**src/design/rv_pkg.sv**
```systemverilog
package rv_pkg;

  localparam int xlen = 32;

  typedef logic [xlen-1:0] data_t;
  typedef logic [31:0]     instr_t;

  typedef enum logic [6:0] {
    op_rtype  = 7'b0110011,
    op_itype  = 7'b0010011,
    op_load   = 7'b0000011,
    op_store  = 7'b0100011,
    op_branch = 7'b1100011,
    op_jal    = 7'b1101111
  } opcode_t;

  // alu class chosen by the fsm, refined by funct3/funct7 in decode.
  typedef enum logic [1:0] {
    alu_op_add   = 2'd0,
    alu_op_sub   = 2'd1,
    alu_op_funct = 2'd2
  } alu_op_t;

  typedef enum logic [3:0] {
    alu_add = 4'd0,
    alu_sub = 4'd1,
    alu_and = 4'd2,
    alu_or  = 4'd3,
    alu_slt = 4'd4
  } alu_ctrl_t;

  typedef enum logic [1:0] {
    src_a_zero   = 2'd0,
    src_a_rs1    = 2'd1,
    src_a_old_pc = 2'd2
  } src_a_t;

  typedef enum logic [1:0] {
    src_b_rs2  = 2'd0,
    src_b_four = 2'd1,
    src_b_imm  = 2'd2
  } src_b_t;

  typedef enum logic [1:0] {
    result_alu_out  = 2'd0,
    result_mem_data = 2'd1,
    result_old_pc   = 2'd2
  } result_src_t;

  typedef enum logic {
    pc_plus4  = 1'b0,
    pc_target = 1'b1
  } pc_src_t;

  typedef enum logic [3:0] {
    s_fetch     = 4'd0,
    s_decode    = 4'd1,
    s_exec_r    = 4'd2,
    s_exec_i    = 4'd3,
    s_mem_adr   = 4'd4,
    s_mem_read  = 4'd5,
    s_mem_wb    = 4'd6,
    s_mem_write = 4'd7,
    s_alu_wb    = 4'd8,
    s_branch    = 4'd9,
    s_jal       = 4'd10
  } fsm_state_t;

endpackage

```
**src/design/alu.sv**
```systemverilog
`timescale 1ns/100ps

module alu import rv_pkg::*; (
  input  data_t     a,
  input  data_t     b,
  input  alu_ctrl_t alu_ctrl,
  output data_t     y,
  output logic      zero
);

  data_t diff;

  assign diff = a - b;

  always_comb begin
    case (alu_ctrl)
      alu_add: y = a + b;
      alu_sub: y = diff;
      alu_and: y = a & b;
      alu_or:  y = a | b;
      alu_slt: y = {{(xlen-1){1'b0}}, $signed(a) < $signed(b)}; // signed compare.
      default: y = '0;
    endcase
  end

  assign zero = (y == '0);

endmodule

```
**config.mk**
```make
export PLATFORM = sky130hd
export DESIGN_NAME = alu
export DESIGN_NICKNAME = d
export VERILOG_FILES = /design/src/design/rv_pkg.sv /design/src/design/alu.sv
export SDC_FILE = /design/constraint.sdc
export NUM_CORES = 1
export LEC_CHECK = 0
export BUFFER_PORTS_ARGS = -buffer_cell sky130_fd_sc_hd__buf_2
export CORE_ASPECT_RATIO = 1.2
export CORE_MARGIN = 2
export CORE_UTILIZATION = 30
export DETAILED_ROUTE_END_ITERATION = 16
export MAX_ROUTING_LAYER = met4
export PLACE_DENSITY = 0.52
export SLEW_MARGIN = 25
export SYNTH_ARGS = -nofsm -noshare
export SYNTH_HDL_FRONTEND = slang
export SYNTH_SLANG_ARGS = --single-unit
```
**constraint.sdc**
```tcl
create_clock -name vclk -period 9.3
set_input_delay 0 -clock vclk [all_inputs]
set_output_delay 0 -clock vclk [all_outputs]
set_load 0.01 [all_outputs]
```
==> results by group <==
Yosys
  – Post-Syn Area: 5381 um^2
  – Synth unique cells: 78
  – Synth area leader: ha_1
  – Register area share after synthesis: 0
  – Synth Warn #: 0
  – Syn nets: 995
  – Top cell type's share of synthesized area: 0.2441
  – Cells after Synth: 820
  – Synth area leaders: ha_1 (24%), a21oi_1 (8.1%), inv_1 (6.9%)
  – Synthesized area per cell: 6.563 um^2

STA
  – Unrepaired setup endpoints after global routing: no
  – Slew Limit Fails: 0
  – Final Hold Viols: 0
  – Worst Tran Pin Value: 0.7903 ns
  – Maximum clock frequency: 0.2339 GHz
  – Slew HR: 0.4708
  – Final setup fails: 0
  – Tcrit/Tclk final: 0.4597
  – Final Critical Period: 4.275 ns
  – Final setup margin: 5.025 ns
  – Setup TNS Final: 0 ns

Power
  – Total power: 363.2 uW
  – VDD IR max: 0.02518 mV
  – Leak: 2.971 nW
  – PD cells: 60.53 nW/um^2

Final layout
  – Fill count: 1953
  – CLK BUF: 0
  – Util after Layout: 0.3415
  – Layout area overhead: 11.51%
  – # nets final: 1059
  – Seq Cell Count: 0
  – Share of layout cells above drive strength 1: 0.1383
  – Register Area: 0 um^2
  – # diodes: 0
  – Post-route insts no fill: 1102

Drt
  – WL final: 20.17 mm
  – DR vias: 6260
  – Vias per inst: 5.681
  – Iter 0 DRT Violations: 474
  – Drt wl/cell: 18.30 um
  – Remaining antenna violation count: 0
  – DRC violations left: 0
  – DR pass1 iterations: 5

CTS
  – Hold-fix buffers at CTS: 0
  – Post-CTS sizing: 0
  – Post CTS Setup Buffer Count: 0

Setup path
  – Crit path launch type: input pin
  – CP required: 9.30 ns
  – Setup CP Type: input pin to output pin
  – Kind of end point of the critical path: output pin
  – Arrival time worst endpoint: 4.27 ns
  – Worst-path fanout max: 12

Die
  – Cell row count: 53
  – Core box area: 17570 um^2
  – Die Width: 126.3 um
  – Number of I/O pins: 101
  – Die ar.: 19030 um^2
  – Die H: 150.7 um
  – Initial Util: 0.3062

Global routing
  – Initial antenna violation count: 0
  – First-pass GRT wire length: 31.62 mm
  – Pin count of the biggest net entering global routing: 56
  – Grt ovf: 0
  – Gr usage total: 0.2065
  – Number of global-route vias before repair: 6049

Place
  – DPL Wire Length: 16.57 mm
  – Setup WS pre-CTS: 5.172 ns
  – Placed Cells: 1102
  – Gpl congestion: 0.9588
  – PortBufs: 101

Flow run
  – Maxcap violations: 0

Run status
  – Status: completed

Min path
  – HP Class: input pin to output pin
==> layout make-up <==
type / instances / area [um^2] / share of cell area
multi-input cells: 675 / 4800 / 0.7998
repair buffers: 107 / 550.5 / 0.09174
inverters: 100 / 375.4 / 0.06255
well taps: 220 / 275.3 / 0.04587
==> placed cells by master (no fill, tap or decap), types with 10 or more instances in the layout <==
cell type,count
nor3_1,22
nand3_1,18
a21o_1,17
buf_2,101
o31ai_1,17
o22ai_1,12
xnor2_1,20
nor2_1,67
a31oi_1,14
inv_1,99
a21oi_1,87
o21bai_1,10
o21ai_0,49
o211ai_1,12
ha_1,105
nand2_1,55
a211oi_1,11
o21a_1,14
or3_1,12
==> kinds of logic after synthesis <==
| logic type | count (synthesis) | synth area share |
|---|---|---|
| xor gates and xnor gates | 22 | 0.03581 |
| buffers and inverters | 145 | 0.1090 |
| and+or+nand+nor | 237 | 0.2179 |
| muxes | 4 | 0.007440 |
| AOI/OAI and AO/OA | 305 | 0.3783 |
| adders and majority gates | 107 | 0.2516 |
==> synth_stat cells (7+ instances only) <==
| library cell | instances |
|---|---|
| a211oi_1 | 11 |
| a21o_1 | 17 |
| a21oi_1 | 87 |
| a31oi_1 | 14 |
| buf_2 | 15 |
| clkbuf_1 | 23 |
| ha_1 | 105 |
| inv_1 | 99 |
| nand2_1 | 55 |
| nand2b_1 | 7 |
| nand3_1 | 18 |
| nor2_1 | 67 |
| nor2b_1 | 7 |
| nor3_1 | 23 |
| nor4_1 | 9 |
| o211ai_1 | 12 |
| o21a_1 | 14 |
| o21ai_0 | 49 |
| o21bai_1 | 10 |
| o22ai_1 | 12 |
| o31ai_1 | 17 |
| or3_1 | 12 |
| xnor2_1 | 20 |
==> per-stage QoR <==
stage / hold slack (ns) / area [um^2]
floorplan: 0.2322 / 5381
global placement: 0.5922 / 6001
detailed placement: 0.5885 / 6001
CTS: 0.5955 / 6001
global route: 0.6594 / 6001
finish: 0.5896 / 6001
==> per-layer routing <==
layer	global-route usage	vias to the layer above	routed length, um
met5	-	-	0
met4	0.03956	0	484
met3	0.01350	35	1159
met2	0.3683	225	9724
met1	0.2590	2912	8798
li1	-	3088	-
==> report_power, final <==
group | internal (mW) | switching (mW) | total, mW
combinational | 0.135 | 0.228 | 0.363
clock | 0 | 0 | 0
sequential | 0 | 0 | 0
==> final timing paths <==
kind,start,end,cells after the start,slack [ns]
max,a[8],zero,15,5.03
min,b[29],y[29],5,0.59
==> critical path, cell delays in order <==
cell	delay [ns]
buf_2	0.11
inv_1	0.05
ha_1	0.49
inv_1	0.14
o31ai_1	0.44
nor4b_1	0.65
nor3_1	0.14
a211oi_1	0.26
xnor2_1	0.20
nor2_1	0.06
or4_1	0.54
or4_1	0.57
nor4_1	0.27
and4b_1	0.22
buf_2	0.12
No activity file was read; power rests on OpenSTA's default activity.
