## config.mk

```make
export PLATFORM = sky130hd
export DESIGN_NAME = mem_arbiter
export DESIGN_NICKNAME = d
export VERILOG_FILES = /design/src/design/rv_pkg.sv /design/src/design/mem_arbiter.sv
export SDC_FILE = /design/constraint.sdc
export NUM_CORES = 1
export LEC_CHECK = 0
export BUFFER_PORTS_ARGS = -buffer_cell sky130_fd_sc_hd__buf_2
export CAP_MARGIN = 10
export CORE_AREA = 2 2 81 83
export DETAILED_ROUTE_END_ITERATION = 16
export DIE_AREA = 0 0 83 85
export GPL_TIMING_DRIVEN = 0
export RECOVER_POWER = 100
export REMOVE_ABC_BUFFERS = 1
export SYNTH_ARGS = -nofsm -noshare
export SYNTH_HDL_FRONTEND = slang
export SYNTH_SLANG_ARGS = --single-unit
export TNS_END_PERCENT = 1
```

## constraint.sdc

```tcl
create_clock -name vclk -period 2.4
set_clock_uncertainty 0.1 [all_clocks]
set_input_delay 0.24 -clock vclk [all_inputs]
set_output_delay 0.24 -clock vclk [all_outputs]
set_load 0.01 [all_outputs]
```

## src/design/rv_pkg.sv

```systemverilog
package rv_pkg;

  localparam int xlen = 32;

  typedef logic [xlen-1:0] data_t;
  typedef logic [31:0]     instr_t;

  typedef enum logic [6:0] {
    op_rtype  = 7'b0110011,
    op_itype  = 7'b0010011,
    op_load   = 7'b0000011,
    op_store  = 7'b0100011,
    op_branch = 7'b1100011,
    op_jal    = 7'b1101111
  } opcode_t;

  // alu class chosen by the fsm, refined by funct3/funct7 in decode.
  typedef enum logic [1:0] {
    alu_op_add   = 2'd0,
    alu_op_sub   = 2'd1,
    alu_op_funct = 2'd2
  } alu_op_t;

  typedef enum logic [3:0] {
    alu_add = 4'd0,
    alu_sub = 4'd1,
    alu_and = 4'd2,
    alu_or  = 4'd3,
    alu_slt = 4'd4
  } alu_ctrl_t;

  typedef enum logic [1:0] {
    src_a_zero   = 2'd0,
    src_a_rs1    = 2'd1,
    src_a_old_pc = 2'd2
  } src_a_t;

  typedef enum logic [1:0] {
    src_b_rs2  = 2'd0,
    src_b_four = 2'd1,
    src_b_imm  = 2'd2
  } src_b_t;

  typedef enum logic [1:0] {
    result_alu_out  = 2'd0,
    result_mem_data = 2'd1,
    result_old_pc   = 2'd2
  } result_src_t;

  typedef enum logic {
    pc_plus4  = 1'b0,
    pc_target = 1'b1
  } pc_src_t;

  typedef enum logic [3:0] {
    s_fetch     = 4'd0,
    s_decode    = 4'd1,
    s_exec_r    = 4'd2,
    s_exec_i    = 4'd3,
    s_mem_adr   = 4'd4,
    s_mem_read  = 4'd5,
    s_mem_wb    = 4'd6,
    s_mem_write = 4'd7,
    s_alu_wb    = 4'd8,
    s_branch    = 4'd9,
    s_jal       = 4'd10
  } fsm_state_t;

endpackage

```

## src/design/mem_arbiter.sv

```systemverilog
`timescale 1ns/100ps

module mem_arbiter import rv_pkg::*; #(
  parameter int mem_words = 256
) (
  input  logic                         host_req,
  input  logic                         host_we,
  input  data_t                        host_addr,
  input  data_t                        host_wdata,
  input  logic                         data_req,
  input  logic                         data_we,
  input  data_t                        data_addr,
  input  data_t                        data_wdata,
  input  logic                         fetch_req,
  input  data_t                        fetch_addr,
  output logic                         host_gnt,
  output logic                         data_gnt,
  output logic                         fetch_gnt,
  output logic                         mem_en,
  output logic                         mem_we,
  output logic [$clog2(mem_words)-1:0] mem_addr,
  output data_t                        mem_wdata
);

  localparam int addr_w = $clog2(mem_words);

  // host first, then the core data path, then fetch.
  assign host_gnt  = host_req;
  assign data_gnt  = data_req & ~host_req;
  assign fetch_gnt = fetch_req & ~host_req & ~data_req;

  assign mem_en = host_req | data_req | fetch_req;

  always_comb begin
    mem_we    = 1'b0;
    mem_addr  = fetch_addr[addr_w+1:2]; // byte address to word index.
    mem_wdata = data_wdata;
    if (host_gnt) begin
      mem_we    = host_we;
      mem_addr  = host_addr[addr_w+1:2];
      mem_wdata = host_wdata;
    end else if (data_gnt) begin
      mem_we    = data_we;
      mem_addr  = data_addr[addr_w+1:2];
    end
  end

endmodule

```

==> run_results.csv <==
group,metric,value,unit
outcome,status,"finished, final reports clean",
setup_path,path_common_cell,"buf_2",
synth,syn_area_per_cell,11.2,um^2
routing,post_drt_wl_per_cell,11.6,um
pwr,ir_worst_vdd,0.0000650,V
die,core_area,0.00620,mm^2
routing,ant_nets,0,
cts,cts-resized-gates,0,
synth,ys_types,12,
setup_path,cp_max_fo,31,
synth,synthCells,68,
routing,vias_per_cell,3.67,
setup_path,worstPathArrival,1.36,ns
finish,clkbuf_count,0,
routing,vias,1012,
timing,finalHoldViolations,0,
place,routabilityCongestion,0.644,
setup_path,path_class,"input pin to output port",
cts,ctsHoldBuffers,0,
synth,synth-compound-area-share,0.0640,
grt,grt_antenna_before_repair,0,
setup_path,slowest_delay,0.36,ns
grt,grt_usage,0.0782,
synth,yosys_warnings,0,
timing,rsz0062_at_grt,"false",
grt,grt_max_degree,54,
pwr,pwr-share-comb,1.000,
synth,syn-cell-area,762,um^2
place,place_area,0.00145,mm^2
grt,gr-total-overflow,0,
timing,worst_slack,0.701,ns
die,io_pins,210,
timing,setup_viol,0,
timing,period_needed,1.70,ns
finish,most-common-layout-cells,"buf_2, mux2_1, clkbuf_1",
die,initial_core_util,0.123,
pwr,p_int,0.000128,W
synth,synth-seq-area-share,0,
place,dp_hpwl,2740,um
die,die_w,83,um
place,port_buffers,138,
place,place_ws,0.259,ns
routing,wl,3190,um
timing,fin_crit_sh,0.708,
job,drv_cap,0,
finish,ff_latch_area,0,um^2
routing,remaining_drc_errors,0,
pwr,p_sw_frac,0.456,
setup_path,crit_path_end_kind,"output port",
timing,max_freq,588,MHz
finish,stdcell_area,0.00133,mm^2
setup_path,startpoint_type,"input pin",
min_path,hp-class,"input pin to output port",
finish,layout_commonest_cell,"buf_2",
setup_path,path_cells,"buf_2, buf_12, mux2_1, buf_2",
finish,antenna_cells,0,
die,rows,29,
pwr,pwr-share-seq,0,
timing,slew_viol_final,0,
pwr,p_switching,0.000107,W
finish,drive_gt1_frac,0.643,
synth,synthAdderAreaFrac,0,
timing,relSlewSlack,0.716,
pwr,p_per_area,177,mW/mm^2
setup_path,slowest_stage,"buf_2",
finish,final_nets,366,
synth,synth_top_family_by_area,"multiplexers",
grt,grt_pass1_wl,4660,um
pwr,clkPwrFrac,0,
finish,seq_cell_count,0,
timing,fin_setup_tns,0,ns
grt,grt_pass1_vias,970,
routing,drt_pass1_iterations,4,
synth,synth-simple-area-share,0.0657,
setup_path,required,2.06,ns
synth,synth_mux_area_frac,0.736,
die,die_y,85,um
finish,synthToLayoutAreaGrowth,74.9,%
synth,synth_xor_area_frac,0,
pwr,p_leak,0.735,nW
finish,fill_cells,731,
routing,drt_iter0_markers,2,
cts,cts_setup_buffers,0,
timing,worstMarginPinSlew,0.427,ns
die,dieArea,0.00706,mm^2
## logic make-up (layout without fill, tap and decap cells)
group / count (synthesis) / after routing
AO/OA/AOI/OAI: 9 / 9
buffers and inverters: 8 / 139
multiplexers: 40 / 40
AND/OR/NAND/NOR: 11 / 11
## through the flow
| stage | utilization | hold WS (ns) | cells | power, W |
|---|---|---|---|---|
| after floorplan | - | 0.380 | 60 | 0.000125 |
| after global placement | 0.233 | 0.668 | 275 | 0.000279 |
| after detailed placement | 0.233 | 0.671 | 275 | 0.000284 |
| after CTS | 0.233 | 0.674 | 275 | 0.000284 |
| after global routing | 0.215 | 0.689 | 276 | 0.000262 |
| final | 0.215 | 0.671 | 276 | 0.000236 |
## routing by layer
layer	vias up	routed length, um	part of all wire	global-route usage
li1	511	-	-	-
met1	422	1330	0.42	0.0997
met2	79	1520	0.48	0.148
met3	0	340	0.11	0.0117
met4	0	0	0	0
met5	-	0	0	0
## power groups by stage
stage	Sequential, W	Clock [W]	Combinational, W
finish	0	0	0.000236
global route	0	0	0.000262
floorplan	0	0	0.000125
CTS	0	0	0.000284
detailed placement	0	0	0.000284
global placement	0	0	0.000279
## area by class of cell
type	count	area, um^2	share of cell area
timing repair buffer	139	697	0.523
multi-input combinational	60	539	0.405
tap	77	96.3	0.0723
## worst max-delay path: cells and delay by family
kind,cells,cell delay [ns]
mux,1,0.35
buf+inv,3,0.77
## Yosys cell counts
cell,number,area share
buf_4,2,0.020
or3_1,1,0.0082
mux2_4,32,0.63
mux2i_1,8,0.11
a22o_1,1,0.011
buf_2,1,0.0066
buf_12,3,0.079
o21ai_0,8,0.053
nor2b_1,1,0.0082
buf_6,2,0.030
nand2_1,8,0.039
nor3b_1,1,0.0099
## path summary, 6_finish.rpt
| path | start | to | slack (ns) | cells past startpoint |
|---|---|---|---|---|
| worst max-delay path | host_req | mem_wdata[5] | 0.70 | 4 |
| worst min-delay path | host_addr[8] | mem_addr[6] | 0.67 | 4 |
No activity file was read; power rests on OpenSTA's default activity.
