==> config.mk <==
export PLATFORM = sky130hd
export DESIGN_NAME = instruction_decode
export DESIGN_NICKNAME = d
export VERILOG_FILES = /design/src/design/rv_pkg.sv /design/src/design/instruction_decode.sv
export SDC_FILE = /design/constraint.sdc
export NUM_CORES = 1
export LEC_CHECK = 0
export BUFFER_PORTS_ARGS = -buffer_cell sky130_fd_sc_hd__buf_2
export CAP_MARGIN = 30
export CORE_AREA = 5 5 334 336
export DETAILED_ROUTE_END_ITERATION = 12
export DIE_AREA = 0 0 339 341
export SYNTH_ARGS = -nofsm -noshare
export SYNTH_HDL_FRONTEND = slang
export SYNTH_SLANG_ARGS = --single-unit
==> constraint.sdc <==
create_clock -name clk -period 2.3 [get_ports clk]
set_input_delay 0.23 -clock clk [delete_from_list [all_inputs] [get_ports clk]]
set_output_delay 0.23 -clock clk [all_outputs]
set_load 0.005 [all_outputs]
==> src/design/rv_pkg.sv <==
package rv_pkg;

  localparam int xlen = 32;

  typedef logic [xlen-1:0] data_t;
  typedef logic [31:0]     instr_t;

  typedef enum logic [6:0] {
    op_rtype  = 7'b0110011,
    op_itype  = 7'b0010011,
    op_load   = 7'b0000011,
    op_store  = 7'b0100011,
    op_branch = 7'b1100011,
    op_jal    = 7'b1101111
  } opcode_t;

  // alu class chosen by the fsm, refined by funct3/funct7 in decode.
  typedef enum logic [1:0] {
    alu_op_add   = 2'd0,
    alu_op_sub   = 2'd1,
    alu_op_funct = 2'd2
  } alu_op_t;

  typedef enum logic [3:0] {
    alu_add = 4'd0,
    alu_sub = 4'd1,
    alu_and = 4'd2,
    alu_or  = 4'd3,
    alu_slt = 4'd4
  } alu_ctrl_t;

  typedef enum logic [1:0] {
    src_a_zero   = 2'd0,
    src_a_rs1    = 2'd1,
    src_a_old_pc = 2'd2
  } src_a_t;

  typedef enum logic [1:0] {
    src_b_rs2  = 2'd0,
    src_b_four = 2'd1,
    src_b_imm  = 2'd2
  } src_b_t;

  typedef enum logic [1:0] {
    result_alu_out  = 2'd0,
    result_mem_data = 2'd1,
    result_old_pc   = 2'd2
  } result_src_t;

  typedef enum logic {
    pc_plus4  = 1'b0,
    pc_target = 1'b1
  } pc_src_t;

  typedef enum logic [3:0] {
    s_fetch     = 4'd0,
    s_decode    = 4'd1,
    s_exec_r    = 4'd2,
    s_exec_i    = 4'd3,
    s_mem_adr   = 4'd4,
    s_mem_read  = 4'd5,
    s_mem_wb    = 4'd6,
    s_mem_write = 4'd7,
    s_alu_wb    = 4'd8,
    s_branch    = 4'd9,
    s_jal       = 4'd10
  } fsm_state_t;

endpackage

==> src/design/instruction_decode.sv <==
`timescale 1ns/100ps

module instruction_decode import rv_pkg::*; #(
  parameter int reg_count = 32
) (
  input  logic      clk,
  input  logic      rst,
  input  instr_t    instr,
  input  logic      reg_write,
  input  alu_op_t   alu_op,
  input  data_t     result,
  output opcode_t   opcode,
  output alu_ctrl_t alu_ctrl,
  output data_t     rs1,
  output data_t     rs2,
  output data_t     imm_ext
);

  localparam int rf_aw = $clog2(reg_count);

  data_t            regs [reg_count];
  logic [rf_aw-1:0] rs1_idx;
  logic [rf_aw-1:0] rs2_idx;
  logic [rf_aw-1:0] rd_idx;
  logic [2:0]       funct3;
  data_t            rs1_rd;
  data_t            rs2_rd;

  assign opcode  = opcode_t'(instr[6:0]);
  assign funct3  = instr[14:12];
  assign rd_idx  = instr[7 +: rf_aw];
  assign rs1_idx = instr[15 +: rf_aw];
  assign rs2_idx = instr[20 +: rf_aw];

  assign rs1_rd = (rs1_idx == '0) ? '0 : regs[rs1_idx]; // x0 reads zero.
  assign rs2_rd = (rs2_idx == '0) ? '0 : regs[rs2_idx];

  always_ff @(posedge clk) begin
    if (reg_write && rd_idx != '0) begin
      regs[rd_idx] <= result;
    end
  end

  always_ff @(posedge clk) begin
    if (rst) begin
      rs1 <= '0;
      rs2 <= '0;
    end else begin
      rs1 <= rs1_rd;
      rs2 <= rs2_rd;
    end
  end

  always_comb begin
    case (opcode)
      op_itype, op_load: imm_ext = {{20{instr[31]}}, instr[31:20]};
      op_store:  imm_ext = {{20{instr[31]}}, instr[31:25], instr[11:7]};
      op_branch: imm_ext = {{20{instr[31]}}, instr[7], instr[30:25], instr[11:8], 1'b0};
      op_jal:    imm_ext = {{12{instr[31]}}, instr[19:12], instr[20], instr[30:21], 1'b0};
      default:   imm_ext = '0;
    endcase
  end

  always_comb begin
    case (alu_op)
      alu_op_add: alu_ctrl = alu_add;
      alu_op_sub: alu_ctrl = alu_sub;
      default: begin
        case (funct3)
          3'b000:  alu_ctrl = (opcode == op_rtype && instr[30]) ? alu_sub : alu_add;
          3'b010:  alu_ctrl = alu_slt;
          3'b110:  alu_ctrl = alu_or;
          3'b111:  alu_ctrl = alu_and;
          default: alu_ctrl = alu_add;
        endcase
      end
    endcase
  end

endmodule

==> flow_metrics.tcl <==
set metrics [dict create \
    rsz0062_at_grt "no" \
    synth.distinct_cells 54 \
    powerDensity_nw_per_um2 778.3 \
    period_needed_ps 1996 \
    ys_warn_count 0 \
    cts_sinks 1088 \
    cts_root_buf "clkbuf_16" \
    post-place-ws_ps -97.06 \
    clk_pin_slew_ps 60 \
    slew_violations 0 \
    slew_headroom 0.3353 \
    finClkSkew_ps 27.41 \
    numCtsBuffers 110 \
    synth-edff-count 1024 \
    critPathArrivalTime_ps 2590 \
    dieHeight_um 341 \
    finalWorstSetupSlack_ps 303.9 \
    crit_path_start_kind "flip-flop" \
    drt_wl_total_mm 163.6 \
    clockBufferDepth 3 \
    regArea_um2 32030 \
    multiInputGateArea_um2 16170 \
    dp_cells 4252 \
    p_int_mw 34.89 \
    ys_seq_area_frac 0.6508 \
    drt-initial-drc-count 4000 \
    route.detailed.drc 0 \
    rows 121 \
    comb_power_share 0.086 \
    wl_per_cell_um 36.61 \
    hold_violations 0 \
    clkLatencyLatePin_ps 700 \
    fin_nets 3022 \
    postRouteAntennaNets 0 \
    grt-ovfl-total 0 \
    synth_area_leaders "edfxtp_1 62%, mux4_2 18%, mux2i_1 5.5%, dfxtp_1 2.6%, a22oi_1 2.4%" \
    status "finished clean" \
    holdPathStages 1 \
    critPathCaptureType "flip-flop" \
    swShare 0.2259 \
    required_ps 2890 \
    switching_power_mw 10.18 \
    grt_max_degree 53 \
    dr_total_vias 30170 \
    die_w_um 339 \
    p_leak_nw 19.63 \
    ios 176 \
    h-tree-depth 3 \
    postCtsHoldBufs 1 \
    gp_congestion 0.8592 \
    grt_pass1_wl_mm 228.7 \
    synthFlopType "edfxtp_1" \
    finalCritPeriodShare 0.8679 \
    syn_inst 2578 \
    gr-usage-all-layers 0.2781 \
    cts_setup_buffers 0 \
    drive_gt1_frac 0.3533 \
    syn_to_final_growth_pct 17.65 \
    io_buffers 174 \
    antenna_found_initial 9 \
    avgSynthCellArea_um2 19.09 \
    coreArea_um2 108200 \
    dp_hpwl_mm 100.3 \
    crit_fanout 2 \
    post-route-util 0.5349 \
    hp-class "primary input to flip-flop" \
    dieArea_um2 115600 \
    maxCapViolations 0 \
    ff2ff_path_depth 6 \
    grt_pass1_vias 30420 \
    setup_viol 0 \
    yosys_register_bits 1088 \
    synth_top_area_share 0.6248 \
    synth_area_um2 49210 \
    synth-async-reset-ratio 0 \
    initial_core_util 0.4546 \
    holdWs_ps 39.53 \
    dr.pass1.iters 5 \
    yosysTopAreaCell "edfxtp_1" \
    seqPwrFrac 0.494 \
    fmax_mhz 501.0 \
    viasPerCell 6.753 \
    irDropWorstVdd_mv 0.6672 \
    finalNonFillerCells 4468 \
    tritoncts "built" \
    cts_resized 0 \
    tns_ps 0 \
    path_class "flip-flop to flip-flop" \
    clkPwrFrac 0.420 \
    max_slew.worst_pin.slew_ps 993.4 \
    fillCellCount 8294 \
]
-- per-stage QoR --
step | total power [mW] | area [um^2]
4_1_cts | 45.22 | 57880
5_1_grt | 46.36 | 57900
2_1_floorplan | 24.72 | 49370
3_5_place_dp | 26.53 | 54050
3_3_place_gp | 26.46 | 54050
6_report | 45.07 | 57900
-- cells in the final DEF (no fill, tap or decap), types with 12 or more instances in the layout --
| cell type | synthesis | layout |
|---|---|---|
| clkinv_2 | 0 | 22 |
| clkinv_1 | 0 | 15 |
| clkbuf_8 | 0 | 13 |
| a221oi_1 | 12 | 12 |
| buf_12 | 5 | 88 |
| a211oi_1 | 12 | 12 |
| mux4_2 | 399 | 399 |
| and2_1 | 25 | 24 |
| a31oi_1 | 53 | 53 |
| mux2i_1 | 269 | 269 |
| a22oi_1 | 156 | 156 |
| nand2_1 | 37 | 37 |
| o22ai_1 | 23 | 23 |
| a22o_1 | 62 | 62 |
| buf_2 | 53 | 169 |
| dfxtp_1 | 64 | 64 |
| conb_1 | 1 | 33 |
| buf_4 | 43 | 187 |
| a21oi_1 | 15 | 15 |
| edfxtp_1 | 1024 | 1024 |
| nor2_4 | 0 | 32 |
| clkbuf_1 | 72 | 18 |
| nand3_1 | 34 | 34 |
| clkbuf_16 | 0 | 113 |
| bufinv_16 | 0 | 16 |
| nor2b_1 | 25 | 17 |
| a21o_1 | 15 | 15 |
| o2111a_1 | 12 | 12 |
-- synthesized netlist by cell type, types with 2 or more instances --
cell       count
a211oi_1      12
inv_1          4
nand2_1       37
buf_12         5
dfxtp_1       64
o22ai_1       23
nand2b_1       5
a221oi_1      12
a22oi_1      156
nor3b_1        2
buf_4         43
and2_1        25
a311oi_1       6
a22o_1        62
a21oi_1       15
clkbuf_2       2
o21ai_0        7
edfxtp_1    1024
nand4_1        2
clkbuf_1      72
nor4_1        11
nand3_1       34
mux2i_1      269
nor2b_1       25
nand3b_1       2
and3_1         2
a2111oi_0      5
buf_6         30
buf_1          7
nor3_1         3
a31oi_1       53
buf_2         53
or2_2          3
o2111a_1      12
a21o_1        15
mux4_2       399
nor2_1        44
a2111oi_1     11
buf_8          6
and3b_1        2
-- critical path, stage by stage, from the launching register on --
cell,delay (ps)
edfxtp_1,410
mux4_2,480
nor2b_1,150
a2111oi_0,470
buf_4,190
nor4_1,40
buf_4,150
-- worst paths after layout --
check	start	end	slack (ps)
hold / removal	result[31]	regs[10][31]$_DFFE_PP_	40
hold reg to reg	regs[18][16]$_DFFE_PP_	rs2[16]$_SDFF_PP0_	770
setup / recovery	regs[4][17]$_DFFE_PP_	rs1[17]$_SDFF_PP0_	300
setup reg to reg	regs[4][17]$_DFFE_PP_	rs1[17]$_SDFF_PP0_	300
-- power groups by stage --
stage	clock (mW)	sequential [mW]	combinational, mW
floorplan	0	22.6	2.16
global placement	0	22.7	3.80
detailed placement	0	22.7	3.85
CTS	19.1	22.3	3.87
global route	20.0	22.3	4.07
finish	18.9	22.3	3.90
-- routing by layer --
layer,GRT usage,wire length (um),share of wire,up-vias
met1,0.3838,62930,0.38,16010
met3,0.06986,18610,0.11,325
met4,0.09143,5777,0.035,6
met2,0.4383,76230,0.47,2033
li1,-,-,-,11800
met5,0,43,0.00026,-
-- registers in the layout, summed over array words and instances (netlist names) --
register and count:
rs2 32, rs1 32, regs 1024
-- final cells by class --
cell class	count	area share
antenna	3	0.0001297
clock buffer	143	0.05285
clock inverter	67	0.01316
inverter	4	0.0002593
multi-input combinational	1299	0.2793
sequential	1088	0.5532
tap	1414	0.03055
timing repair buffer	450	0.07055
-- cells by family (layout without fill, tap and decap cells) --
logic type	count (synthesis)	count (layout)	share of synthesized area
compound gates	395	395	0.06122
mux	668	668	0.2373
simple gates	203	203	0.02120
buf+inv	223	664	0.02936
flops	1088	1088	0.6508
other cells	1	36	0.00007620
(Power assumes the default switching activity.)
