## src/design/rv_pkg.sv

```systemverilog
package rv_pkg;

  localparam int xlen = 32;

  typedef logic [xlen-1:0] data_t;
  typedef logic [31:0]     instr_t;

  typedef enum logic [6:0] {
    op_rtype  = 7'b0110011,
    op_itype  = 7'b0010011,
    op_load   = 7'b0000011,
    op_store  = 7'b0100011,
    op_branch = 7'b1100011,
    op_jal    = 7'b1101111
  } opcode_t;

  // alu class chosen by the fsm, refined by funct3/funct7 in decode.
  typedef enum logic [1:0] {
    alu_op_add   = 2'd0,
    alu_op_sub   = 2'd1,
    alu_op_funct = 2'd2
  } alu_op_t;

  typedef enum logic [3:0] {
    alu_add = 4'd0,
    alu_sub = 4'd1,
    alu_and = 4'd2,
    alu_or  = 4'd3,
    alu_slt = 4'd4
  } alu_ctrl_t;

  typedef enum logic [1:0] {
    src_a_zero   = 2'd0,
    src_a_rs1    = 2'd1,
    src_a_old_pc = 2'd2
  } src_a_t;

  typedef enum logic [1:0] {
    src_b_rs2  = 2'd0,
    src_b_four = 2'd1,
    src_b_imm  = 2'd2
  } src_b_t;

  typedef enum logic [1:0] {
    result_alu_out  = 2'd0,
    result_mem_data = 2'd1,
    result_old_pc   = 2'd2
  } result_src_t;

  typedef enum logic {
    pc_plus4  = 1'b0,
    pc_target = 1'b1
  } pc_src_t;

  typedef enum logic [3:0] {
    s_fetch     = 4'd0,
    s_decode    = 4'd1,
    s_exec_r    = 4'd2,
    s_exec_i    = 4'd3,
    s_mem_adr   = 4'd4,
    s_mem_read  = 4'd5,
    s_mem_wb    = 4'd6,
    s_mem_write = 4'd7,
    s_alu_wb    = 4'd8,
    s_branch    = 4'd9,
    s_jal       = 4'd10
  } fsm_state_t;

endpackage

```

## src/design/fetch.sv

```systemverilog
`timescale 1ns/100ps

module fetch import rv_pkg::*; #(
  parameter data_t reset_pc = '0
) (
  input  logic    clk,
  input  logic    rst,
  input  logic    fetch_gnt,
  input  logic    ir_write,
  input  logic    pc_update,
  input  pc_src_t pc_src,
  input  data_t   pc_next,
  input  data_t   target,
  input  data_t   mem_rdata,
  output data_t   pc,
  output data_t   old_pc,
  output instr_t  instr
);

  instr_t ir;

  always_ff @(posedge clk) begin
    if (rst) begin
      pc     <= reset_pc;
      old_pc <= reset_pc;
    end else begin
      if (pc_update) begin
        pc <= (pc_src == pc_target) ? target : pc_next;
      end
      // address of the word the granted fetch returns.
      if (fetch_gnt) begin
        old_pc <= pc;
      end
    end
  end

  always_ff @(posedge clk) begin
    if (ir_write) begin
      ir <= mem_rdata;
    end
  end

  // the word is visible to decode while it is being written.
  assign instr = ir_write ? mem_rdata : ir;

endmodule

```

## config.mk

```make
export PLATFORM = sky130hd
export DESIGN_NAME = fetch
export DESIGN_NICKNAME = d
export VERILOG_FILES = /design/src/design/rv_pkg.sv /design/src/design/fetch.sv
export SDC_FILE = /design/constraint.sdc
export NUM_CORES = 1
export LEC_CHECK = 0
export BUFFER_PORTS_ARGS = -buffer_cell sky130_fd_sc_hd__clkbuf_2
export CAP_MARGIN = 40
export CORE_MARGIN = 5
export CORE_UTILIZATION = 44
export CTS_CLUSTER_DIAMETER = 50
export DETAILED_ROUTE_END_ITERATION = 7
export PLACE_DENSITY_LB_ADDON = 0.05
export SYNTH_ARGS = -nofsm -noshare
export SYNTH_HDL_FRONTEND = slang
export SYNTH_SLANG_ARGS = --single-unit
```

## constraint.sdc

```tcl
create_clock -name clk -period 1.1 [get_ports clk]
set_clock_uncertainty 0.1 [all_clocks]
set_input_delay 0.055 -clock clk [delete_from_list [all_inputs] [get_ports clk]]
set_output_delay 0.055 -clock clk [all_outputs]
set_load 0.01 [all_outputs]
```

==> results of run 1 <==
[logic make-up (layout without fill, tap and decap cells)]
| group | count (synthesis) | count (layout) | synth area share [%] |
|---|---|---|---|
| multiplexers | 96 | 96 | 27.9 |
| flip-flops | 96 | 96 | 53.5 |
| AND/OR/NAND/NOR | 64 | 64 | 6.69 |
| AO/OA/AOI/OAI | 32 | 32 | 6.69 |
| buffers and inverters | 26 | 291 | 5.23 |
[repair_timing]
item,in CTS,in global routing
setup endpoints to repair,32,32
buffers inserted,2,1
resized for setup,35,40
endpoints found under the hold margin,70,32
[flip-flops by register name, indices dropped and copies added (netlist names)]
register,cells
ir,32
old_pc,32
pc,32
[area by class of cell]
type | instances | area share [%]
Multi-Input combinational cell | 192 | 27.8
Timing Repair Buffer | 275 | 33.5
Clock inverter | 6 | 0.781
Clock buffer | 10 | 2.21
Sequential cell | 96 | 33.4
Tap cell | 105 | 2.28
[worst max-delay path by stage]
stage / from / to / slack (ns) / depth (start not counted)
detailed placement: ir_write / instr[10] / 0.07 / 4
global route: ir[16] / instr[16] / -0.19 / 2
finish: ir[0] / instr[0] / -0.15 / 2
CTS: ir[4] / instr[4] / -0.15 / 2
global placement: ir_write / instr[30] / 0.08 / 4
floorplan: ir_write / ir[2] / 0.13 / 3
[metal layers]
| layer | wire, um | track usage, % | vias up |
|---|---|---|---|
| li1 | - | - | 1616 |
| met1 | 4030 | 21.8 | 1447 |
| met2 | 5140 | 34.7 | 111 |
| met3 | 779 | 5.63 | 14 |
| met4 | 160 | 7.36 | 0 |
| met5 | 0 | 0 | - |
[worst reg2reg max path, cell delays in order (launching register included)]
cell and delay (ns):
dfxtp_2 0.32, mux2_4 0.27, buf_4 0.13
[power breakdown]
group | leakage [nW] | switching [mW] | internal (mW)
registers | 0.797 | 0.124 | 3.74
logic | 2.02 | 0.682 | 0.930
clock network | 0.0789 | 1.20 | 0.830
[stage by stage]
step / cell area (um^2) / total power [mW] / std cells
3_3_place_gp: 4660 / 5.13 / 599
5_1_grt: 5770 / 7.89 / 684
2_1_floorplan: 3590 / 4.61 / 314
6_report: 5770 / 7.50 / 684
3_5_place_dp: 4660 / 5.15 / 599
4_1_cts: 5650 / 7.48 / 683
[placed cells by master (no fill, tap or decap)]
cell,count
clkbuf_2,179
dfxtp_1,91
dlygate4sd3_1,66
mux2i_1,64
nor2_1,64
mux2_4,32
a211oi_1,32
buf_6,16
clkbuf_8,9
buf_4,6
buf_12,6
dfxtp_2,5
clkinvlp_4,3
buf_8,2
clkinv_2,1
inv_6,1
clkinv_4,1
clkbuf_1,1
==> results.json, run 1 <==
{
  "slew_viol_final": 0,
  "synth_nets": 416,
  "rsz0062_at_grt": "true",
  "synth.yosys.seq_area_share_pct": 53.5,
  "timing.rr.start": "ir[20]",
  "synth-seq-cells": 96,
  "nNetsFinal": 676,
  "die-height_um": 100,
  "rows": 33,
  "synth-main-ff-cell": "dfxtp_1",
  "end_kind": "output port",
  "path_class": "reg2out",
  "period_minus_slack_ns": 1.25,
  "synth_top_area_share_pct": 53.5,
  "worstHoldStart": "mem_rdata[15]",
  "dp_slack_ns": 0.0744,
  "cp.buffers_inverters": 1,
  "start_util_pct": 44.4,
  "synthArstFlopShare_pct": 0,
  "drt-wirelength-per-cell_um": 14.8,
  "ff2ff_setup_slack_ns": 0.17,
  "cpMaxStageDelayCell": "dfxtp_1",
  "routed-via-count": 3188,
  "ir_drop_v": 0.000743,
  "slew_headroom_pct": 76.7,
  "hpwlAfterDp_um": 6540,
  "ys_warn_count": 0,
  "synth_commonest_cells": "96 x dfxtp_1, 64 x mux2i_1, 64 x nor2_1",
  "drt_iter0_drc": 31,
  "io_pins": 198,
  "antennaDiodeCount": 0,
  "fin_hold_ws_ns": -0.174,
  "netlist_area_um2": 3590,
  "drc": 0,
  "ff2ff_path_depth": 2,
  "cpPeakStageDelay_ns": 0.33,
  "worstHoldEndpoint": "ir[15]",
  "required_ns": 0.94,
  "track_usage_pct": 19.4,
  "netlist_top_cells_area": "dfxtp_1 54%, mux2i_1 18%, mux2_2 9.4%",
  "status": "complete, but fails checks",
  "clkTransAtPathRegs_ns": 0.10,
  "tightest_slew_ns": 0.349,
  "post-synth-top-area-cell": "dfxtp_1",
  "seq_area_um2": 1930,
  "syn_area_per_cell_um2": 11.4,
  "synth_cell_types": 13,
  "fin_util_pct": 71.2,
  "grt_max_degree": 65,
  "startpoint_type": "register",
  "cap_violations": 0,
  "overflow": 0,
  "grt_pass1_vias": 3300,
  "worst_slack_ns": -0.146,
  "p_leak_nw": 2.90,
  "h-tree-depth": 3,
  "setup_viol": 32,
  "area.growth.synth_to_final_pct": 60.6,
  "yosysMostFrequentCell": "dfxtp_1",
  "syn_inst": 314,
  "fin_crit_sh_pct": 113,
  "synth_edf_count": 0,
  "gp_congestion": 0.742,
  "layout-drive-gt1-share_pct": 45.1,
  "hold_path_depth": 2,
  "max_freq_ghz": 0.803,
  "tns_ns": -3.86,
  "vias_per_cell": 4.66,
  "ant_nets": 0,
  "core_area_um2": 8090,
  "grt_pass1_wl_um": 15500,
  "chipWidth_um": 100,
  "fillers": 623,
  "clock_path_buffers": 2,
  "cts_buffers": 9,
  "numPortBuffers": 197,
  "die-area_um2": 10100,
  "cts.sinks": 96,
  "rr_endpoint": "ir[20]",
  "clk_latency_ns": 0.36,
  "p_per_area_nw_per_um2": 1300,
  "hp-class": "in2reg",
  "multi_input_area_um2": 1600,
  "first_pass_iters": 4,
  "crit_fanout": 2,
  "wl_um": 10100,
  "holdBufCountCts": 66,
  "path_cells": "mux2_4 > clkbuf_2",
  "cp.arrival_ns": 1.09,
  "hold_viol_final": 32,
  "violations": "negative hold slack, negative setup slack",
  "cpLargestDelayFamily": "flip-flops",
  "antenna_found_initial": 0,
  "cts_tree": "done",
  "root_buffer": "clkbuf_8"
}
Power figures use the tool's default switching activity.
==> inputs of run 2 (changes only) <==
BUFFER_PORTS_ARGS = unset   (was -buffer_cell sky130_fd_sc_hd__clkbuf_2)
CORE_UTILIZATION = 50   (was 44)
DONT_BUFFER_PORTS = 1   (was unset)
==> results.json, run 2 (synthesis gave the netlist of run 1 again) <==
{
  "ant_nets": 0,
  "hold_path_depth": 1,
  "slew_viol_final": 0,
  "worstHoldEndpoint": "pc[2]",
  "holdBufCountCts": 32,
  "h-tree-depth": 3,
  "dp_slack_ns": 0.184,
  "top_regs": "ir x32, old_pc x32, pc x32",
  "cp.buffers_inverters": 0,
  "pwr-share-comb_pct": 9.4,
  "ff2ff_path_depth": 2,
  "fin_crit_sh_pct": 103,
  "p_sw_mw": 1.67,
  "wl_um": 8340,
  "required_ns": 0.94,
  "fillers": 594,
  "nNetsFinal": 434,
  "timing.rr.start": "pc[8]",
  "routed-via-count": 2315,
  "p_per_area_nw_per_um2": 1750,
  "start_util_pct": 52.0,
  "cp.depth": 1,
  "hp-class": "in2reg",
  "crit_fanout": 2,
  "startpoint_type": "register",
  "antennaDiodeCount": 0,
  "cts.sinks": 96,
  "chipWidth_um": 94.7,
  "status": "complete, but fails checks",
  "worst_slack_ns": -0.0279,
  "setup_viol": 16,
  "multi_input_area_um2": 1600,
  "cts_buffers": 9,
  "p_int_mw": 5.69,
  "cp.arrival_ns": 0.97,
  "io_pins": 198,
  "drt-wirelength-per-cell_um": 19.3,
  "track_usage_pct": 17.7,
  "numPortBuffers": 0,
  "tightest_slew_ns": 0.221,
  "switching_share_pct": 22.6,
  "max_freq_ghz": 0.887,
  "period_minus_slack_ns": 1.13,
  "path_cells": "mux2_4",
  "slew_headroom_pct": 85.2,
  "hpwlAfterDp_um": 5430,
  "fin_util_pct": 61.0,
  "drt_iter0_drc": 89,
  "vias_per_cell": 5.36,
  "cpMaxStageDelayCell": "dfxtp_2",
  "dpl.cell_count": 385,
  "cts_tree": "done",
  "die-height_um": 94.7,
  "grt_max_degree": 65,
  "antenna_found_initial": 0,
  "overflow": 0,
  "ir_drop_v": 0.00113,
  "post_cts_buffers": 0,
  "p_leak_nw": 1.84,
  "cpPeakStageDelay_ns": 0.33,
  "tns_ns": -0.108,
  "cap_violations": 0,
  "placed_area_um2": 3530,
  "seq_area_um2": 1920,
  "rows": 30,
  "pwr-share-seq_pct": 53.9,
  "core_area_um2": 6910,
  "worstHoldStart": "rst",
  "fin_hold_ws_ns": -0.322,
  "area.growth.synth_to_final_pct": 17.4,
  "rr_endpoint": "pc[8]",
  "clkTransAtPathRegs_ns": 0.09,
  "cpLargestDelayFamily": "flip-flops",
  "power_mw": 7.36,
  "grt_pass1_wl_um": 12200,
  "gp_congestion": 0.715,
  "hold_viol_final": 96,
  "first_pass_iters": 3,
  "clock_path_buffers": 2,
  "end_kind": "output port",
  "final_cell_count_no_fill": 432,
  "final_common_cell": "dfxtp_1",
  "clockPowerShare_pct": 36.7,
  "violations": "negative hold slack, negative setup slack",
  "root_buffer": "clkbuf_8",
  "final_area_um2": 4210,
  "clk_latency_ns": 0.35,
  "ff2ff_setup_slack_ns": 0.20,
  "layout-drive-gt1-share_pct": 14.6,
  "rsz0062_at_grt": "true",
  "layout_common_cells": "95 x dfxtp_1, 64 x mux2i_1, 64 x nor2_1",
  "grt_pass1_vias": 2352,
  "die-area_um2": 8980,
  "drc": 0,
  "path_class": "reg2out"
}
[run 2: changes by cell type in the layout (fill, tap and decap cells not counted), sizes merged]
cell	change
bufinv	+3
clkinvlp	-2
clkbuf	-180
buf	-29
clkinv	-1
dlygate4sd3	-34
[run 2: how the worst max path moves through the flow]
stage / startpoint / endpoint / slack, ns
2_1_floorplan: ir_write / ir[2] / 0.13
3_3_place_gp: pc[0] / pc[0] / 0.21
3_5_place_dp: pc[8] / pc[8] / 0.18
4_1_cts: ir[30] / instr[30] / -0.03
5_1_grt: ir[9] / instr[9] / -0.07
6_report: ir[9] / instr[9] / -0.03
[run 2: cell type report]
cell class | instances | area share (%)
sequential | 96 | 45.6
multi-input combinational | 192 | 38.0
timing repair buffer | 33 | 7.78
clock buffer | 9 | 2.94
tap | 96 | 2.85
clock inverter | 6 | 2.79
[run 2: repair_timing]
action,CTS,global route
hold endpoints to repair,96,96
cloned,0,0
gates resized for setup,34,1
endpoints found under the setup margin,32,32
[run 2: worst register-to-register path, delay by kind of cell, from the launching register on]
family,cells,cell delay [ns]
flops,1,0.42
compound gates,1,0.23
simple gates,1,0.06
[run 2: metal layers]
metal	routed length [um]	global-route usage, %	part of all wire [%]
met5	0	0	0
met4	170	8.17	2.0
met3	983	8.37	12
met2	4010	29.6	48
met1	3180	18.8	38
[run 2: power by group through the flow]
stage	combinational [mW]	sequential [mW]	clock (mW)
after floorplan	0.628	3.98	0
after global placement	0.517	4.04	0
after detailed placement	0.528	4.04	0
after CTS	0.699	3.96	2.77
after global routing	0.759	4.00	2.91
final	0.695	3.96	2.70
