--- src/design/rv_pkg.sv ---
package rv_pkg;

  localparam int xlen = 32;

  typedef logic [xlen-1:0] data_t;
  typedef logic [31:0]     instr_t;

  typedef enum logic [6:0] {
    op_rtype  = 7'b0110011,
    op_itype  = 7'b0010011,
    op_load   = 7'b0000011,
    op_store  = 7'b0100011,
    op_branch = 7'b1100011,
    op_jal    = 7'b1101111
  } opcode_t;

  // alu class chosen by the fsm, refined by funct3/funct7 in decode.
  typedef enum logic [1:0] {
    alu_op_add   = 2'd0,
    alu_op_sub   = 2'd1,
    alu_op_funct = 2'd2
  } alu_op_t;

  typedef enum logic [3:0] {
    alu_add = 4'd0,
    alu_sub = 4'd1,
    alu_and = 4'd2,
    alu_or  = 4'd3,
    alu_slt = 4'd4
  } alu_ctrl_t;

  typedef enum logic [1:0] {
    src_a_zero   = 2'd0,
    src_a_rs1    = 2'd1,
    src_a_old_pc = 2'd2
  } src_a_t;

  typedef enum logic [1:0] {
    src_b_rs2  = 2'd0,
    src_b_four = 2'd1,
    src_b_imm  = 2'd2
  } src_b_t;

  typedef enum logic [1:0] {
    result_alu_out  = 2'd0,
    result_mem_data = 2'd1,
    result_old_pc   = 2'd2
  } result_src_t;

  typedef enum logic {
    pc_plus4  = 1'b0,
    pc_target = 1'b1
  } pc_src_t;

  typedef enum logic [3:0] {
    s_fetch     = 4'd0,
    s_decode    = 4'd1,
    s_exec_r    = 4'd2,
    s_exec_i    = 4'd3,
    s_mem_adr   = 4'd4,
    s_mem_read  = 4'd5,
    s_mem_wb    = 4'd6,
    s_mem_write = 4'd7,
    s_alu_wb    = 4'd8,
    s_branch    = 4'd9,
    s_jal       = 4'd10
  } fsm_state_t;

endpackage

--- src/design/control_fsm.sv ---
`timescale 1ns/100ps

module control_fsm import rv_pkg::*; (
  input  logic        clk,
  input  logic        rst,
  input  opcode_t     opcode,
  input  logic        zero,
  input  logic        fetch_gnt,
  input  logic        data_gnt,
  output logic        fetch_req,
  output logic        data_req,
  output logic        data_we,
  output logic        ir_write,
  output logic        pc_update,
  output pc_src_t     pc_src,
  output logic        reg_write,
  output src_a_t      alu_src_a,
  output src_b_t      alu_src_b,
  output alu_op_t     alu_op,
  output result_src_t result_src
);

  fsm_state_t state;
  fsm_state_t state_next;
  logic       run; // low for the reset cycles, keeps fetch quiet.

  always_ff @(posedge clk) begin
    if (rst) begin
      state <= s_fetch;
      run   <= 1'b0;
    end else begin
      state <= state_next;
      run   <= 1'b1;
    end
  end

  always_comb begin
    state_next = state;
    case (state)
      s_fetch: begin
        if (fetch_gnt) begin
          state_next = s_decode;
        end
      end
      s_decode: begin
        case (opcode)
          op_rtype:          state_next = s_exec_r;
          op_itype:          state_next = s_exec_i;
          op_load, op_store: state_next = s_mem_adr;
          op_branch:         state_next = s_branch;
          op_jal:            state_next = s_jal;
          default:           state_next = s_fetch; // unsupported, skipped.
        endcase
      end
      s_exec_r, s_exec_i, s_jal: state_next = s_alu_wb;
      s_mem_adr:   state_next = (opcode == op_load) ? s_mem_read : s_mem_write;
      s_mem_read: begin
        if (data_gnt) begin
          state_next = s_mem_wb;
        end
      end
      s_mem_write: begin
        if (data_gnt) begin
          state_next = s_fetch;
        end
      end
      default:     state_next = s_fetch; // wb and branch states.
    endcase
  end

  always_comb begin
    fetch_req  = 1'b0;
    data_req   = 1'b0;
    data_we    = 1'b0;
    ir_write   = 1'b0;
    pc_update  = 1'b0;
    pc_src     = pc_plus4;
    reg_write  = 1'b0;
    alu_src_a  = src_a_rs1;
    alu_src_b  = src_b_rs2;
    alu_op     = alu_op_add;
    result_src = result_alu_out;
    case (state)
      s_fetch:  fetch_req = run;
      s_decode: begin
        ir_write  = 1'b1;
        pc_update = 1'b1; // pc + 4 through the alu.
        alu_src_a = src_a_old_pc;
        alu_src_b = src_b_four;
      end
      s_exec_r: alu_op = alu_op_funct;
      s_exec_i: begin
        alu_src_b = src_b_imm;
        alu_op    = alu_op_funct;
      end
      s_mem_adr: alu_src_b = src_b_imm;
      s_mem_read: begin
        alu_src_b = src_b_imm; // alu_out keeps the address until the grant.
        data_req  = 1'b1;
      end
      s_mem_write: begin
        alu_src_b = src_b_imm;
        data_req  = 1'b1;
        data_we   = 1'b1;
      end
      s_mem_wb: begin
        reg_write  = 1'b1;
        result_src = result_mem_data;
      end
      s_alu_wb: reg_write = 1'b1;
      s_branch: begin
        alu_op    = alu_op_sub;
        pc_src    = pc_target;
        pc_update = zero; // taken only on equal operands.
      end
      s_jal: begin
        alu_src_a = src_a_old_pc; // link value old pc + 4.
        alu_src_b = src_b_four;
        pc_src    = pc_target;
        pc_update = 1'b1;
      end
      default: ;
    endcase
  end

endmodule

--- config.mk ---
export PLATFORM = sky130hd
export DESIGN_NAME = control_fsm
export DESIGN_NICKNAME = d
export VERILOG_FILES = /design/src/design/rv_pkg.sv /design/src/design/control_fsm.sv
export SDC_FILE = /design/constraint.sdc
export NUM_CORES = 1
export LEC_CHECK = 0
export ABC_AREA = 1
export BUFFER_PORTS_ARGS = -buffer_cell sky130_fd_sc_hd__clkbuf_2
export CORE_AREA = 2 2 39 41
export DETAILED_ROUTE_END_ITERATION = 8
export DIE_AREA = 0 0 41 43
export PLACE_DENSITY_LB_ADDON = 0.12
export SYNTH_ARGS = -nofsm -noshare
export SYNTH_HDL_FRONTEND = slang
export SYNTH_SLANG_ARGS = --single-unit
--- constraint.sdc ---
create_clock -name clk -period 1.1 [get_ports clk]
set_clock_uncertainty 0.1 [all_clocks]
set_input_delay 0.11 -clock clk [delete_from_list [all_inputs] [get_ports clk]]
set_output_delay 0.11 -clock clk [all_outputs]
set_load 0.05 [all_outputs]
==> impl_metrics.toml, run 1 <==
[global_routing]
grt_max_degree = 6
grt_use_total_pct = 23.1
antenna_found_initial = 0
overflow = 0
grt_pass1_vias = 670
grt_pass1_wl_um = 2740

[run_status]
violations = "negative setup slack"
status = "finished with violations"

[sta]
fin_crit_sh_pct = 137
timing_hold_violations_final = 0
setup_viol_count_final = 18
holdWs_ns = 0.0432
rsz0062_at_grt = "true"
fin_crit_ns = 1.50
fmax_mhz = 665
finalMaxSlewViolations = 0
setup_ws_ns = -0.403

[power]
p_leak_nw = 0.565
irDropWorstVdd_uv = 542
totalPowerFinal_uw = 711
p_sw_uw = 270
combPwrFrac_pct = 40.8
p_clk_share_pct = 31.7
pwr-share-seq_pct = 27.5
switching_share_pct = 38.0
powerDensity_nw_per_um2 = 619
power.internal_uw = 440

[die]
io_pins = 27
die_area_um2 = 1760
start_util_pct = 34.6
die_width_um = 41
coreArea_um2 = 1380
die_h_um = 43
fp-row-count = 14

[job]
timing.max_cap.violations = 0

[setup_path]
setup.worst_path.start_class = "flop"
r2r-start = "state[3]"
reg2reg_to = "state[0]"
cp.required_ns = 0.89
worst-setup-path-type = "flop to output pin"
crit_fanout = 4
r2r_cells = 11
cp-end-kind = "output pin"
worst-endpoint-arrival_ns = 1.29
rrSetupSlack_ns = -0.32

[worst_hold_path]
hp-start = "data_gnt"
hp-class = "input port to flop"
worst_hold_path.endpoint = "state[1]"
hold_path_depth = 4

[placement]
place_hpwl_um = 1110
gp_congestion = 0.777
port_buffers = 25
dp_cells = 142

[drt]
route.met3.wl_um = 74
wirelength_um = 1680
drt-met1-wl_um = 635
post_drt_wl_per_cell_um = 10.8
drc = 0
vias = 705
dr.max_layer_used = "met4"
wl_met2_um = 957
drt-initial-drc-count = 11
antenna_left = 0
viasPerCell = 4.55
drt_first_pass_iters = 3

[yosys]
postSynthAreaPerCell_um2 = 5.51
yosys_warnings = 0
postSynthNetCount = 99
synth_area_um2 = 479
synth-seq-cells = 5
yosysUniqueCellTypes = 18
ys_seq_area_share_pct = 20.9
syn_inst = 87

[final_layout]
syn2layout_area_growth_pct = 139
drive_gt1_share_pct = 63.3
stdcell_count = 155
nets = 152
antennaDiodeCount = 0

[clocking]
cts_tree = "done"
clockRootBuffer = "clkbuf_4"
clk_path_buf_depth = 2
clock_latency_ns = 0.25
cts.sinks = 5
cts_made_buffers = 3
clkSlewWorstSetupHoldPaths_ns = 0.05
htreeDepth = 1
## worst max-delay path: stages (launching register included)
cell and delay [ns]:
dfxtp_2 0.33, inv_4 0.09, buf_12 0.10, nand2_4 0.07, buf_6 0.13, nor2_4 0.09
buf_6 0.11, buf_12 0.12
## synth_stat cells, drive strengths merged
| cell type | count | area share, % |
|---|---|---|
| nand2 | 24 | 21 |
| inv | 20 | 16 |
| nor2 | 19 | 19 |
| nand3 | 7 | 8.4 |
| a21oi | 6 | 7.0 |
| dfxtp | 5 | 21 |
| o21ai | 3 | 3.9 |
| buf | 1 | 1.6 |
| conb | 1 | 0.78 |
| o211ai | 1 | 1.6 |
## cells by family after synthesis
family,Yosys count,synth area share [%]
AND/OR/NAND/NOR,50,48.6
buffers and inverters,21,17.2
other,1,0.783
AO/OA/AOI/OAI,10,12.5
flip-flops,5,20.9
## per-stage QoR
stage | cell area, um^2 | setup WS, ns | utilization [%] | TNS [ns]
3_5_place_dp | 862 | -0.251 | 62.3 | -2.98
4_1_cts | 1090 | -0.377 | 78.7 | -5.77
2_1_floorplan | 569 | -0.365 | - | -2.59
5_1_grt | 1150 | -0.456 | 82.9 | -7.26
6_report | 1150 | -0.403 | 82.9 | -6.13
3_3_place_gp | 862 | -0.240 | 62.3 | -2.82
## what timing repair did
action,in CTS,in global routing
gates cloned,0,0
pin swaps,5,4
hold buffers,1,0
endpoints found under the setup margin,18,18
resized for setup,36,17
setup buffers,5,3
hold endpoints to repair,5,0
## power groups by stage
| stage | clock network, mW | registers [mW] | logic, mW |
|---|---|---|---|
| 2_1_floorplan | 0 | 0.197 | 0.166 |
| 3_3_place_gp | 0 | 0.199 | 0.238 |
| 3_5_place_dp | 0 | 0.199 | 0.241 |
| 4_1_cts | 0.232 | 0.196 | 0.276 |
| 5_1_grt | 0.253 | 0.196 | 0.309 |
| 6_report | 0.225 | 0.195 | 0.290 |
## area by class of cell
type / instances / area, um^2
clock buffers: 4 / 26.3
fillers: 94 / 236
inverters: 20 / 77.6
multi-input cells: 61 / 422
flip-flops and latches: 5 / 108
well taps: 16 / 20.0
repair buffers: 49 / 494
## worst max path at each step
| stage | from | endpoint | slack [ns] | cells past startpoint |
|---|---|---|---|---|
| floorplan | state[1] | alu_src_a[1] | -0.37 | 5 |
| global placement | state[3] | alu_src_a[1] | -0.24 | 7 |
| detailed placement | state[3] | pc_update | -0.25 | 7 |
| finish | state[3] | data_req | -0.40 | 7 |
| CTS | state[3] | pc_update | -0.38 | 7 |
| global route | state[1] | alu_src_a[1] | -0.46 | 7 |
## state kept, by name, summed over array words and instances, names as in the netlist
signal and flops:
run 1, state 4
## routing by layer
metal,GRT usage (%),up-vias
met2,41.3,21
li1,-,363
met4,8.00,0
met3,6.28,2
met5,0,-
met1,23.9,319
## placed cells by master, fill, tap and decap left out, types with 2 or more instances in the layout
cell / count
a21oi_1: 4
buf_12: 3
buf_4: 15
buf_6: 7
buf_8: 10
clkbuf_2: 11
clkbuf_4: 3
clkbuf_8: 2
dfxtp_2: 3
inv_1: 12
inv_2: 7
nand2_1: 18
nand2_2: 3
nand2_4: 2
nand3_1: 6
nor2_1: 6
nor2_2: 3
nor2_4: 9
o21ai_2: 2
Power figures use the tool's default switching activity.
==> inputs of run 2 (changes only) <==
- RECOVER_POWER: not set -> 25
==> impl_metrics.toml, run 2 (same netlist as run 1, synthesis figures left out) <==
[setup_path]
cp.required_ns = 0.89
worst-setup-path-type = "flop to output pin"
crit_fanout = 4
worst_path_largest_cell_delay_ns = 0.33
crit_chain = "inv_4 -> buf_12 -> nand2_4 -> buf_6 -> nor2_4 -> buf_6 -> buf_12"
worst-endpoint-arrival_ns = 1.29
cp-end-kind = "output pin"
setup.worst_path.start_class = "flop"
cp_slowest_cell = "dfxtp_2"

[power]
irDropWorstVdd_uv = 542
p_leak_nw = 0.562
powerDensity_nw_per_um2 = 620

[drt]
drt-initial-drc-count = 11
post_drt_wl_per_cell_um = 10.8
vias = 705
wirelength_um = 1680
antenna_left = 0
drc = 0
viasPerCell = 4.55
drt_first_pass_iters = 3

[sta]
timing_hold_violations_final = 0
rsz0062_at_grt = "true"
setup_viol_count_final = 18
fin_crit_sh_pct = 137
setup_ws_ns = -0.403
tns_ns = -6.16
holdWs_ns = 0.0431
fin_crit_ns = 1.50
fmax_mhz = 665
finalMaxSlewViolations = 0

[final_layout]
drive_gt1_share_pct = 62.6
largest_register_ffs = 4
layout_commonest_cell = "nand2_1"
fin_util_pct = 82.8
stdcell_count = 155
antennaDiodeCount = 0
top_register = "state"
reg_top3 = "state (4), run (1)"
syn2layout_area_growth_pct = 139
layout_common_cells = "18 x nand2_1, 15 x buf_4, 12 x inv_1"
nets = 152

[die]
die_h_um = 43
start_util_pct = 34.6
fp-row-count = 14
die_width_um = 41
io_pins = 27
die_area_um2 = 1760
coreArea_um2 = 1380

[global_routing]
antenna_found_initial = 0
grt_max_degree = 6
use_met2_pct = 41.3
grtUsageMet1_pct = 23.9
grt_pass1_wl_um = 2740
grt_busiest_layer = "met2"
grt_use_total_pct = 23.1
overflow = 0
grt_use_met3_pct = 6.28
grt_pass1_vias = 670

[clocking]
clockRootBuffer = "clkbuf_4"
cts.sinks = 5
cts_made_buffers = 3
clock_latency_ns = 0.25
htreeDepth = 1
cts_tree = "done"
clkSlewWorstSetupHoldPaths_ns = 0.05
clk_path_buf_depth = 2

[placement]
dp_cells = 142
gp_congestion = 0.777
place_hpwl_um = 1110
place_ws_ns = -0.251
port_buffers = 25

[job]
timing.max_cap.violations = 0

[worst_hold_path]
hp-class = "input port to flop"

[run_status]
violations = "negative setup slack"
status = "finished with violations"
-- run 2: critical path: cells and delay by family (launching register included) --
| family | cells | cell delay (ns) |
|---|---|---|
| and+or+nand+nor | 2 | 0.16 |
| buffers and inverters | 5 | 0.55 |
| DFF | 1 | 0.33 |
-- run 2: report_power, final --
group	leakage, nW	total, mW	switching [mW]	internal (mW)
Combinational	0.504	0.289	0.175	0.114
Sequential	0.0431	0.195	0.00788	0.188
Clock	0.0150	0.226	0.0877	0.138
Total	0.562	0.710	0.270	0.440
-- run 2: final timing paths --
| check | slack [ns] | start | endpoint | cells after the start |
|---|---|---|---|---|
| setup / recovery | -0.40 | state[3] | data_req | 7 |
| hold / removal | 0.04 | data_gnt | state[1] | 4 |
| setup reg to reg | -0.33 | state[3] | state[0] | 11 |
| hold reg to reg | 0.59 | state[3] | state[0] | 5 |
-- run 2: area by class of cell --
class                   count  area (um^2)
repair buffers             49          493
clock buffers               4         26.3
inverters                  20         77.6
fillers                    95          238
well taps                  16         20.0
multi-input cells          61          422
flip-flops and latches      5          108
-- run 2: repair_timing --
action | 4_1_cts | 5_1_grt
buffers inserted | 5 | 3
gates resized for setup | 36 | 17
hold endpoints to repair | 5 | 0
hold buffers | 1 | 0
pin swaps | 5 | 4
endpoints found under the setup margin | 18 | 18
-- run 2: per-stage QoR --
step                      total power, mW  area, um^2
after floorplan                     0.364         569
after global placement              0.437         862
after detailed placement            0.440         862
after CTS                           0.704        1090
after global routing                0.758        1150
final                               0.710        1150
-- run 2: layer usage --
layer  share of wire (%)  vias up
li1                    -      363
met1                  38      319
met2                  57       21
met3                 4.4        2
met4                0.60        0
met5                   0        -
